--- src/common/opl_ops_pkg.sv ---
`default_nettype none

package opl_ops_pkg;

    localparam int NUM_OPERATORS = 18;     // operator slots per sample
    localparam int NUM_CHANNELS = 9;       // two operators each
    localparam int SLOT_CYCLES = 2;        // modulator result ready for its carrier
    localparam int PIPELINE_DELAY = 6;     // issue to result

    localparam int OP_NUM_WIDTH = 5;
    localparam int CHAN_WIDTH = 4;
    localparam int REG_ADDR_WIDTH = 8;
    localparam int REG_DATA_WIDTH = 8;

    localparam int FNUM_WIDTH = 10;
    localparam int BLOCK_WIDTH = 3;
    localparam int MULT_WIDTH = 4;
    localparam int TL_WIDTH = 6;

    localparam int PHASE_WIDTH = 20;       // accumulator
    localparam int PHASE_INDEX_WIDTH = 10; // top bits used as wave index
    localparam int OP_OUT_WIDTH = 13;

    typedef struct packed {
        logic                      valid;
        logic [REG_ADDR_WIDTH-1:0] address;
        logic [REG_DATA_WIDTH-1:0] data;
    } reg_wr_t;

    typedef struct packed {
        logic                    valid;
        logic [OP_NUM_WIDTH-1:0] op_num;
    } op_tag_t;

    typedef struct packed {
        logic [MULT_WIDTH-1:0]  mult;
        logic [TL_WIDTH-1:0]    tl;
        logic [FNUM_WIDTH-1:0]  fnum;
        logic [BLOCK_WIDTH-1:0] block;
        logic                   kon;
        logic                   cnt;   // 1 = additive
    } op_params_t;

    typedef struct packed {
        logic                           valid;
        logic [OP_NUM_WIDTH-1:0]        op_num;
        logic signed [OP_OUT_WIDTH-1:0] op_out;
    } operator_out_t;

    typedef enum logic [1:0] {
        SEQ_IDLE,
        SEQ_ISSUE,
        SEQ_WAIT
    } seq_state_t;

    // ops n and n+3 of each group of six share a channel
    function automatic logic [CHAN_WIDTH-1:0] op_channel(input logic [OP_NUM_WIDTH-1:0] op_num);
        int group;
        int pos;
        group = int'(op_num) / 6;
        pos = int'(op_num) % 6;
        return CHAN_WIDTH'(group * 3 + pos % 3);
    endfunction

    function automatic logic op_is_carrier(input logic [OP_NUM_WIDTH-1:0] op_num);
        return (int'(op_num) % 6) >= 3;
    endfunction

    // register offset of an operator, two-entry gap after every six
    function automatic logic [OP_NUM_WIDTH-1:0] op_slot_addr(input logic [OP_NUM_WIDTH-1:0] op_num);
        if (op_num < 6)
            return op_num;
        else if (op_num < 12)
            return op_num + OP_NUM_WIDTH'(2);
        else
            return op_num + OP_NUM_WIDTH'(4);
    endfunction

endpackage

`default_nettype wire

--- src/source/slot_sequencer.sv ---
`timescale 1ns/1ps
`default_nettype none

module slot_sequencer #(
    parameter int NUM_OPERATORS = opl_ops_pkg::NUM_OPERATORS,
    parameter int SLOT_CYCLES = opl_ops_pkg::SLOT_CYCLES
) (
    input  logic                        clk,
    input  logic                        rst_n,
    input  logic                        sample_clk_en,
    input  opl_ops_pkg::operator_out_t  operator_out,
    output opl_ops_pkg::op_tag_t        issue,
    output logic                        ops_done_pulse
);
    import opl_ops_pkg::*;

    // SLOT_CYCLES must be at least 2, the issue cycle plus waits
    localparam int CYC_WIDTH = $clog2(SLOT_CYCLES);
    localparam logic [OP_NUM_WIDTH-1:0] LAST_SLOT = OP_NUM_WIDTH'(NUM_OPERATORS - 1);
    localparam logic [CYC_WIDTH-1:0] LAST_WAIT = CYC_WIDTH'(SLOT_CYCLES - 2);

    seq_state_t state;
    logic [OP_NUM_WIDTH-1:0] slot_num;
    logic [CYC_WIDTH-1:0] wait_cnt;

    always_ff @(posedge clk or negedge rst_n) begin
        if (!rst_n) begin
            state <= SEQ_IDLE;
            slot_num <= '0;
            wait_cnt <= '0;
        end else begin
            case (state)
                SEQ_IDLE: begin
                    slot_num <= '0;
                    if (sample_clk_en)
                        state <= SEQ_ISSUE;   // strobe only taken here
                end
                SEQ_ISSUE: begin
                    wait_cnt <= '0;
                    state <= SEQ_WAIT;
                end
                SEQ_WAIT: begin
                    if (wait_cnt != LAST_WAIT) begin
                        wait_cnt <= wait_cnt + 1'b1;
                    end else if (slot_num == LAST_SLOT) begin
                        state <= SEQ_IDLE;    // sample finished
                    end else begin
                        slot_num <= slot_num + 1'b1;
                        state <= SEQ_ISSUE;
                    end
                end
                default: state <= SEQ_IDLE;
            endcase
        end
    end

    // one issue in the first cycle of each slot
    assign issue.valid = (state == SEQ_ISSUE);
    assign issue.op_num = slot_num;

    always_ff @(posedge clk or negedge rst_n) begin
        if (!rst_n)
            ops_done_pulse <= 1'b0;
        else
            ops_done_pulse <= operator_out.valid && (operator_out.op_num == LAST_SLOT);
    end

endmodule

`default_nettype wire

--- src/source/operator_regs.sv ---
`timescale 1ns/1ps
`default_nettype none

module operator_regs (
    input  logic                    clk,
    input  logic                    rst_n,
    input  opl_ops_pkg::reg_wr_t    reg_wr,
    input  opl_ops_pkg::op_tag_t    issue,
    output opl_ops_pkg::op_params_t params
);
    import opl_ops_pkg::*;

    localparam logic [2:0] MULT_PAGE = 3'h1;      // 0x20 window
    localparam logic [2:0] TL_PAGE = 3'h2;        // 0x40 window
    localparam logic [3:0] FNUM_LO_PAGE = 4'hA;
    localparam logic [3:0] KON_BLOCK_PAGE = 4'hB;
    localparam logic [3:0] CNT_PAGE = 4'hC;

    logic [MULT_WIDTH-1:0] mult_q [NUM_OPERATORS];
    logic [TL_WIDTH-1:0] tl_q [NUM_OPERATORS];
    logic [FNUM_WIDTH-1:0] fnum_q [NUM_CHANNELS];
    logic [BLOCK_WIDTH-1:0] block_q [NUM_CHANNELS];
    logic [NUM_CHANNELS-1:0] kon_q;
    logic [NUM_CHANNELS-1:0] cnt_q;

    logic [2:0] op_page;
    logic [3:0] ch_page;
    logic [NUM_OPERATORS-1:0] op_hit;
    logic [NUM_CHANNELS-1:0] ch_hit;
    logic [CHAN_WIDTH-1:0] rd_chan;

    assign op_page = reg_wr.address[REG_ADDR_WIDTH-1:OP_NUM_WIDTH];
    assign ch_page = reg_wr.address[REG_ADDR_WIDTH-1:CHAN_WIDTH];

    // gap offsets match no operator and fall through
    always_comb begin
        for (int i = 0; i < NUM_OPERATORS; i++) begin
            op_hit[i] = reg_wr.address[OP_NUM_WIDTH-1:0] == op_slot_addr(OP_NUM_WIDTH'(i));
        end
        for (int c = 0; c < NUM_CHANNELS; c++) begin
            ch_hit[c] = reg_wr.address[CHAN_WIDTH-1:0] == CHAN_WIDTH'(c);
        end
    end

    always_ff @(posedge clk or negedge rst_n) begin
        if (!rst_n) begin
            for (int i = 0; i < NUM_OPERATORS; i++) begin
                mult_q[i] <= '0;
                tl_q[i] <= '0;
            end
            for (int c = 0; c < NUM_CHANNELS; c++) begin
                fnum_q[c] <= '0;
                block_q[c] <= '0;
            end
            kon_q <= '0;
            cnt_q <= '0;
        end else if (reg_wr.valid) begin
            for (int i = 0; i < NUM_OPERATORS; i++) begin
                if (op_hit[i] && op_page == MULT_PAGE)
                    mult_q[i] <= reg_wr.data[MULT_WIDTH-1:0];
                if (op_hit[i] && op_page == TL_PAGE)
                    tl_q[i] <= reg_wr.data[TL_WIDTH-1:0];
            end
            for (int c = 0; c < NUM_CHANNELS; c++) begin
                if (ch_hit[c]) begin
                    case (ch_page)
                        FNUM_LO_PAGE: fnum_q[c][7:0] <= reg_wr.data;
                        KON_BLOCK_PAGE: begin
                            kon_q[c] <= reg_wr.data[5];
                            block_q[c] <= reg_wr.data[4:2];
                            fnum_q[c][9:8] <= reg_wr.data[1:0];
                        end
                        CNT_PAGE: cnt_q[c] <= reg_wr.data[0];
                        default: ;
                    endcase
                end
            end
        end
    end

    assign rd_chan = op_channel(issue.op_num);

    // settings of the issued slot, ready in stage 1
    always_ff @(posedge clk) begin
        if (issue.valid) begin
            params.mult <= mult_q[issue.op_num];
            params.tl <= tl_q[issue.op_num];
            params.fnum <= fnum_q[rd_chan];
            params.block <= block_q[rd_chan];
            params.kon <= kon_q[rd_chan];
            params.cnt <= cnt_q[rd_chan];
        end
    end

endmodule

`default_nettype wire

--- src/source/modulation_router.sv ---
`timescale 1ns/1ps
`default_nettype none

module modulation_router (
    input  logic                                      clk,
    input  logic                                      rst_n,
    input  opl_ops_pkg::op_tag_t                      issue,
    input  opl_ops_pkg::operator_out_t                operator_out,
    input  logic                                      cnt,
    output logic signed [opl_ops_pkg::OP_OUT_WIDTH-1:0] modulation
);
    import opl_ops_pkg::*;

    op_tag_t tag_p1;
    logic signed [OP_OUT_WIDTH-1:0] last_out;
    logic use_mod;

    always_ff @(posedge clk or negedge rst_n) begin
        if (!rst_n)
            tag_p1 <= '0;
        else
            tag_p1 <= issue;
    end

    // op k-3 finishes in the issue cycle of op k
    always_ff @(posedge clk) begin
        if (operator_out.valid)
            last_out <= operator_out.op_out;
    end

    assign use_mod = tag_p1.valid && op_is_carrier(tag_p1.op_num) && !cnt;  // FM only
    assign modulation = use_mod ? last_out : '0;

endmodule

`default_nettype wire

--- src/operator/phase_gen.sv ---
`timescale 1ns/1ps
`default_nettype none

module phase_gen #(
    parameter int PHASE_WIDTH = opl_ops_pkg::PHASE_WIDTH
) (
    input  logic                                          clk,
    input  logic                                          rst_n,
    input  opl_ops_pkg::op_tag_t                          tag_in,
    input  opl_ops_pkg::op_params_t                       params,
    input  logic signed [opl_ops_pkg::OP_OUT_WIDTH-1:0]   modulation,
    output opl_ops_pkg::op_tag_t                          tag_out,
    output logic [opl_ops_pkg::PHASE_INDEX_WIDTH-1:0]     phase_index,
    output logic                                          kon_out,
    output logic [opl_ops_pkg::TL_WIDTH-1:0]              tl_out
);
    import opl_ops_pkg::*;

    localparam int FREQ_WIDTH = FNUM_WIDTH + (2 ** BLOCK_WIDTH) - 1;  // fnum at block 7
    localparam int STEP_WIDTH = FREQ_WIDTH + MULT_WIDTH;

    logic [PHASE_WIDTH-1:0] phase_acc [NUM_OPERATORS];
    op_tag_t tag_s1;
    op_tag_t tag_s2;
    op_tag_t tag_s3;
    logic [FREQ_WIDTH-1:0] freq;
    logic [STEP_WIDTH-1:0] step_full;
    logic [PHASE_WIDTH-1:0] step_s2;
    logic [PHASE_WIDTH-1:0] acc_next;
    logic kon_s2;
    logic kon_s3;
    logic [TL_WIDTH-1:0] tl_s2;
    logic [TL_WIDTH-1:0] tl_s3;
    logic [PHASE_INDEX_WIDTH-1:0] mod_s2;
    logic [PHASE_INDEX_WIDTH-1:0] mod_s3;
    logic [PHASE_INDEX_WIDTH-1:0] phase_s3;

    assign freq = FREQ_WIDTH'(params.fnum) << params.block;
    assign step_full = freq * params.mult;
    assign acc_next = kon_s2 ? phase_acc[tag_s2.op_num] + step_s2 : '0;  // key-off restarts

    always_ff @(posedge clk or negedge rst_n) begin
        if (!rst_n) begin
            tag_s1 <= '0;
            tag_s2 <= '0;
            tag_s3 <= '0;
            tag_out <= '0;
        end else begin
            tag_s1 <= tag_in;
            tag_s2 <= tag_s1;
            tag_s3 <= tag_s2;
            tag_out <= tag_s3;
        end
    end

    // slot is revisited only every sample, no read-write hazard
    always_ff @(posedge clk or negedge rst_n) begin
        if (!rst_n) begin
            for (int i = 0; i < NUM_OPERATORS; i++) begin
                phase_acc[i] <= '0;
            end
        end else if (tag_s2.valid) begin
            phase_acc[tag_s2.op_num] <= acc_next;
        end
    end

    always_ff @(posedge clk) begin
        step_s2 <= step_full[PHASE_WIDTH-1:0];   // wraps mod 2^20
        kon_s2 <= params.kon;
        tl_s2 <= params.tl;
        mod_s2 <= modulation[PHASE_INDEX_WIDTH-1:0];
        phase_s3 <= acc_next[PHASE_WIDTH-1 -: PHASE_INDEX_WIDTH];
        kon_s3 <= kon_s2;
        tl_s3 <= tl_s2;
        mod_s3 <= mod_s2;
        phase_index <= phase_s3 + mod_s3;        // wraps mod 1024
        kon_out <= kon_s3;
        tl_out <= tl_s3;
    end

endmodule

`default_nettype wire

--- src/operator/wave_shaper.sv ---
`timescale 1ns/1ps
`default_nettype none

module wave_shaper (
    input  logic                                       clk,
    input  logic                                       rst_n,
    input  opl_ops_pkg::op_tag_t                       tag_in,
    input  logic [opl_ops_pkg::PHASE_INDEX_WIDTH-1:0]  phase_index,
    input  logic                                       kon,
    input  logic [opl_ops_pkg::TL_WIDTH-1:0]           tl,
    output opl_ops_pkg::operator_out_t                 operator_out
);
    import opl_ops_pkg::*;

    localparam int SHIFT_WIDTH = TL_WIDTH - 3;   // tl/8

    op_tag_t tag_s5;
    logic signed [OP_OUT_WIDTH-1:0] saw;
    logic signed [OP_OUT_WIDTH-1:0] wave_s5;
    logic [SHIFT_WIDTH-1:0] shift_s5;

    // index read as a signed sawtooth
    assign saw = $signed(phase_index);

    always_ff @(posedge clk or negedge rst_n) begin
        if (!rst_n)
            tag_s5 <= '0;
        else
            tag_s5 <= tag_in;
    end

    always_ff @(posedge clk) begin
        wave_s5 <= kon ? saw : '0;               // silent on key-off
        shift_s5 <= tl[TL_WIDTH-1:3];
    end

    // attenuation, result visible in stage 6
    always_ff @(posedge clk or negedge rst_n) begin
        if (!rst_n) begin
            operator_out <= '0;
        end else begin
            operator_out.valid <= tag_s5.valid;
            operator_out.op_num <= tag_s5.op_num;
            operator_out.op_out <= wave_s5 >>> shift_s5;
        end
    end

endmodule

`default_nettype wire

--- src/source/opl_operators.sv ---
`timescale 1ns/1ps
`default_nettype none

module opl_operators #(
    parameter int NUM_OPERATORS = opl_ops_pkg::NUM_OPERATORS,
    parameter int SLOT_CYCLES = opl_ops_pkg::SLOT_CYCLES,
    parameter int PHASE_WIDTH = opl_ops_pkg::PHASE_WIDTH
) (
    input  logic                        clk,
    input  logic                        rst_n,
    input  logic                        sample_clk_en,
    input  opl_ops_pkg::reg_wr_t        reg_wr,
    output opl_ops_pkg::operator_out_t  operator_out,
    output logic                        ops_done_pulse
);
    import opl_ops_pkg::*;

    op_tag_t issue;
    op_params_t params;
    logic signed [OP_OUT_WIDTH-1:0] modulation;
    op_tag_t phase_tag;
    logic [PHASE_INDEX_WIDTH-1:0] phase_index;
    logic phase_kon;
    logic [TL_WIDTH-1:0] phase_tl;

    slot_sequencer #(
        .NUM_OPERATORS(NUM_OPERATORS),
        .SLOT_CYCLES(SLOT_CYCLES)
    ) slot_sequencer_inst (
        .clk,
        .rst_n,
        .sample_clk_en,
        .operator_out,
        .issue,
        .ops_done_pulse
    );

    operator_regs operator_regs_inst (
        .clk,
        .rst_n,
        .reg_wr,
        .issue,
        .params
    );

    modulation_router modulation_router_inst (
        .clk,
        .rst_n,
        .issue,
        .operator_out,
        .cnt(params.cnt),
        .modulation
    );

    phase_gen #(
        .PHASE_WIDTH(PHASE_WIDTH)
    ) phase_gen_inst (
        .clk,
        .rst_n,
        .tag_in(issue),
        .params,
        .modulation,
        .tag_out(phase_tag),
        .phase_index,
        .kon_out(phase_kon),
        .tl_out(phase_tl)
    );

    wave_shaper wave_shaper_inst (
        .clk,
        .rst_n,
        .tag_in(phase_tag),
        .phase_index,
        .kon(phase_kon),
        .tl(phase_tl),
        .operator_out
    );

endmodule

`default_nettype wire

--- config.mk ---
export PLATFORM = sky130hd
export DESIGN_NAME = opl_operators
export DESIGN_NICKNAME = d
export VERILOG_FILES = /design/src/common/opl_ops_pkg.sv /design/src/source/slot_sequencer.sv /design/src/source/operator_regs.sv /design/src/source/modulation_router.sv /design/src/operator/phase_gen.sv /design/src/operator/wave_shaper.sv /design/src/source/opl_operators.sv
export SDC_FILE = /design/constraint.sdc
export NUM_CORES = 2
export LEC_CHECK = 0
export ABC_AREA = 1
export BUFFER_PORTS_ARGS = -buffer_cell sky130_fd_sc_hd__buf_2
export CAP_MARGIN = 25
export CELL_PAD_IN_SITES_DETAIL_PLACEMENT = 2
export CELL_PAD_IN_SITES_GLOBAL_PLACEMENT = 2
export CORE_MARGIN = 3
export CORE_UTILIZATION = 36
export CTS_CLUSTER_DIAMETER = 30
export DETAILED_ROUTE_END_ITERATION = 8
export PLACE_DENSITY_LB_ADDON = 0.3
export SETUP_SLACK_MARGIN = 0.2
export SKIP_LAST_GASP = 1
export SYNTH_ARGS = -nofsm -noshare
export SYNTH_HDL_FRONTEND = slang
export SYNTH_HIERARCHICAL = 1
export SYNTH_SLANG_ARGS = --single-unit
--- constraint.sdc ---
create_clock -name clk -period 6.6 [get_ports clk]
set_input_delay 0.33 -clock clk [delete_from_list [all_inputs] [get_ports clk]]
set_output_delay 0.33 -clock clk [all_outputs]
set_load 0.02 [all_outputs]
==> metrics.md <==
| Metric | Value |
|---|---|
| Largest net degree at the start of global routing | `175` |
| Internal power | `15.20 mW` |
| Final period util | `107.1%` |
| Synth-to-Final Area Change | `25.49%` |
| Crit-path max FO | `15` |
| TritonCTS buffer count | `199` |
| Synth Net Count | `4636` |
| Lkg Pwr | `22.20 nW` |
| Drt first pass iters | `6` |
| Core Rows | `118` |
| Initial Util | `36.55%` |
| Switch share | `39.84%` |
| Setup ws final | `-0.4688 ns` |
| Crit. End Element | `register` |
| Most used cell, CP | `nand2_4` |
| Startpoint types | `register` |
| Hold Crit Class | `primary input to register` |
| GR Overflow Total | `0` |
| FF-to-FF Start | `slot_sequencer_inst/slot_num[4]` |
| Routed Antenna Nets | `0` |
| Seq pwr share | `24.0%` |
| Finished Core Util | `45.86%` |
| Post-route minimum period | `7.069 ns` |
| Core region area | `104200 um2` |
| Crit-path leading delay family | `simple AND/OR/NAND/NOR gates` |
| Worst Path Required | `7.12 ns` |
| Number of synthesis warnings | `6` |
| Synthesized instance count | `4516` |
| Slowest stage delay, CP | `0.59 ns` |
| Final WL | `164.9 mm` |
| Max Clock Skew | `0.04022 ns` |
| Max VDD drop | `0.3576 mV` |
| Layout net count | `4752` |
| Max Buffers Root-to-Sink | `3` |
| Hold_sp | `reg_wr[8]` |
| Most common cell after layout, fill and taps aside | `nand2_1` |
| Worst-path cell with the longest stage delay | `fa_1` |
| Die Wd | `331.3 um` |
| Cell Area, Synth | `38090 um2` |
| Tightest Pin Transition | `1.140 ns` |
| Total track usage | `27.61%` |
| Vias in the first global route | `39540` |
| Net load switching power | `10.07 mW` |
| Crit Path Category | `register to register` |
| Die area | `109800 um2` |
| Worst rel slew slack | `24.03%` |
| Clock network power share | `41.2%` |
| Port buffer count | `39` |
| Via count | `35160` |
| Final Hold Fails | `0` |
| Starting DRT DRC Count | `2381` |
| Max-slew violations | `0` |
| Outcome | `finished, violations left` |
| Die Ht | `331.3 um` |
| H-tree depth | `4` |
| Final Power | `25.28 mW` |
| Failing checks | `negative setup slack` |
| Critical path buffers and inverters | `9` |
| CTS root buf | `clkbuf_16` |
| RSZ-0062 raised after global routing | `true` |
| PwrDens | `528.7 nW/um2` |
| Post-DP HPWL | `87.36 mm` |
| Routed len/inst | `26.65 um` |
| Num ports | `40` |
| Clk Latency, worst-skew pair | `0.79 ns` |
| CTS clk-pin slew, worst paths | `0.06 ns` |
| Global-route wire length before repair | `240.4 mm` |
| Ratio of cells with drive above 1 in the final layout | `15.42%` |
| Most frequent cells in the layout | `nand2_1 (1265), dfrtp_1 (679), o21ai_0 (649)` |
| Final setup violation count | `15` |
| CTS Sinks | `798` |
| CTS tree | `built` |
| Worst Setup SP | `slot_sequencer_inst/slot_num[4]` |
| Residual DRC | `0` |
| Logic pwr share | `34.8%` |
| Initial antenna violation count | `1` |
| # Max-Cap Violations | `0` |
| Gp weighted congestion | `0.8019` |
| Routed vias/inst | `5.684` |
| Fmax | `0.1415 GHz` |
| CP arrival | `7.59 ns` |
| Average size of a mapped cell | `8.435 um2` |
==> repair_timing <==
action	in CTS	in global routing
gates resized for setup	23	85
pin swaps	22	46
hold buffers	10	0
buffers inserted	13	32
hold endpoints to repair	92	0
setup endpoints to repair	15	15
==> registers in the layout, summed over array words and instances (netlist names), 9 cells and up <==
name / flops
operator_regs_inst/kon_q: 9
operator_regs_inst/cnt_q: 9
operator_regs_inst/mult_q: 72
wave_shaper_inst/wave_s5: 10
operator_regs_inst/fnum_q: 90
operator_regs_inst/tl_q: 54
phase_gen_inst/phase_index: 10
operator_regs_inst/block_q: 27
phase_gen_inst/step_s2: 20
wave_shaper_inst/operator_out: 16
operator_regs_inst/params: 22
modulation_router_inst/last_out: 10
phase_gen_inst/mod_s3: 10
phase_gen_inst/phase_s3: 10
phase_gen_inst/phase_acc: 360
phase_gen_inst/mod_s2: 10
==> per-layer routing <==
metal / vias up / wire [um] / global-route usage, %
met5: - / 8 / 0
met4: 2 / 7883 / 11.75
met3: 458 / 7163 / 4.017
met2: 1121 / 84220 / 49.21
met1: 18430 / 65590 / 33.16
li1: 15150 / - / -
==> cell type report <==
class                           instances  area [um2]
Tap cell                             1380        1727
Clock inverter                         98        1308
Inverter                              330        1264
Sequential cell                       798       19710
Clock buffer                          276        5828
Timing Repair Buffer                  189        1588
Multi-Input combinational cell       3114       16380
Antenna cell                            1       2.502
Fill cell                           11040       56430
==> power groups by stage <==
stage	Clock [mW]	Sequential (mW)	Combinational, mW
detailed placement	0	6.06	7.71
CTS	10.5	6.03	8.07
global route	10.8	6.10	9.53
finish	10.4	6.06	8.79
global placement	0	6.05	7.43
floorplan	0	5.83	5.24
==> through the flow <==
stage                     cells  instance area, um2  setup WS, ns  hold slack [ns]  setup TNS [ns]
after CTS                  6151               47160        0.2165          0.04651               0
after global routing       6185               47800       -0.5955           0.1382          -8.406
final                      6186               47810       -0.4688           0.1051          -6.529
after detailed placement   5754               39710       -0.2787           0.3138          -3.931
after floorplan            4516               38100        0.2023          0.03441               0
after global placement     5749               39630       0.04192           0.3101               0
==> worst paths after layout <==
check | depth (start not counted) | to | slack (ns)
max | 41 | operator_regs_inst/params[10] | -0.47
min | 4 | operator_regs_inst/cnt_q[7] | 0.11
max reg2reg | 41 | operator_regs_inst/params[10] | -0.47
min reg2reg | 0 | phase_gen_inst/mod_s3[8] | 0.33
max in group asynchronous | 4 | phase_gen_inst/phase_acc[121] | 4.79
min in group asynchronous | 2 | phase_gen_inst/phase_acc[274] | 0.14
==> worst register-to-register path: cells and delay by family (launching register included) <==
family / cells / cell delay [ns]
xor gates and xnor gates: 3 / 0.57
buffers and inverters: 9 / 0.85
adders and majority gates: 5 / 1.70
AOI/OAI and AO/OA: 1 / 0.13
and+or+nand+nor: 23 / 3.12
DFF: 1 / 0.44
No activity file was read; power rests on OpenSTA's default activity.
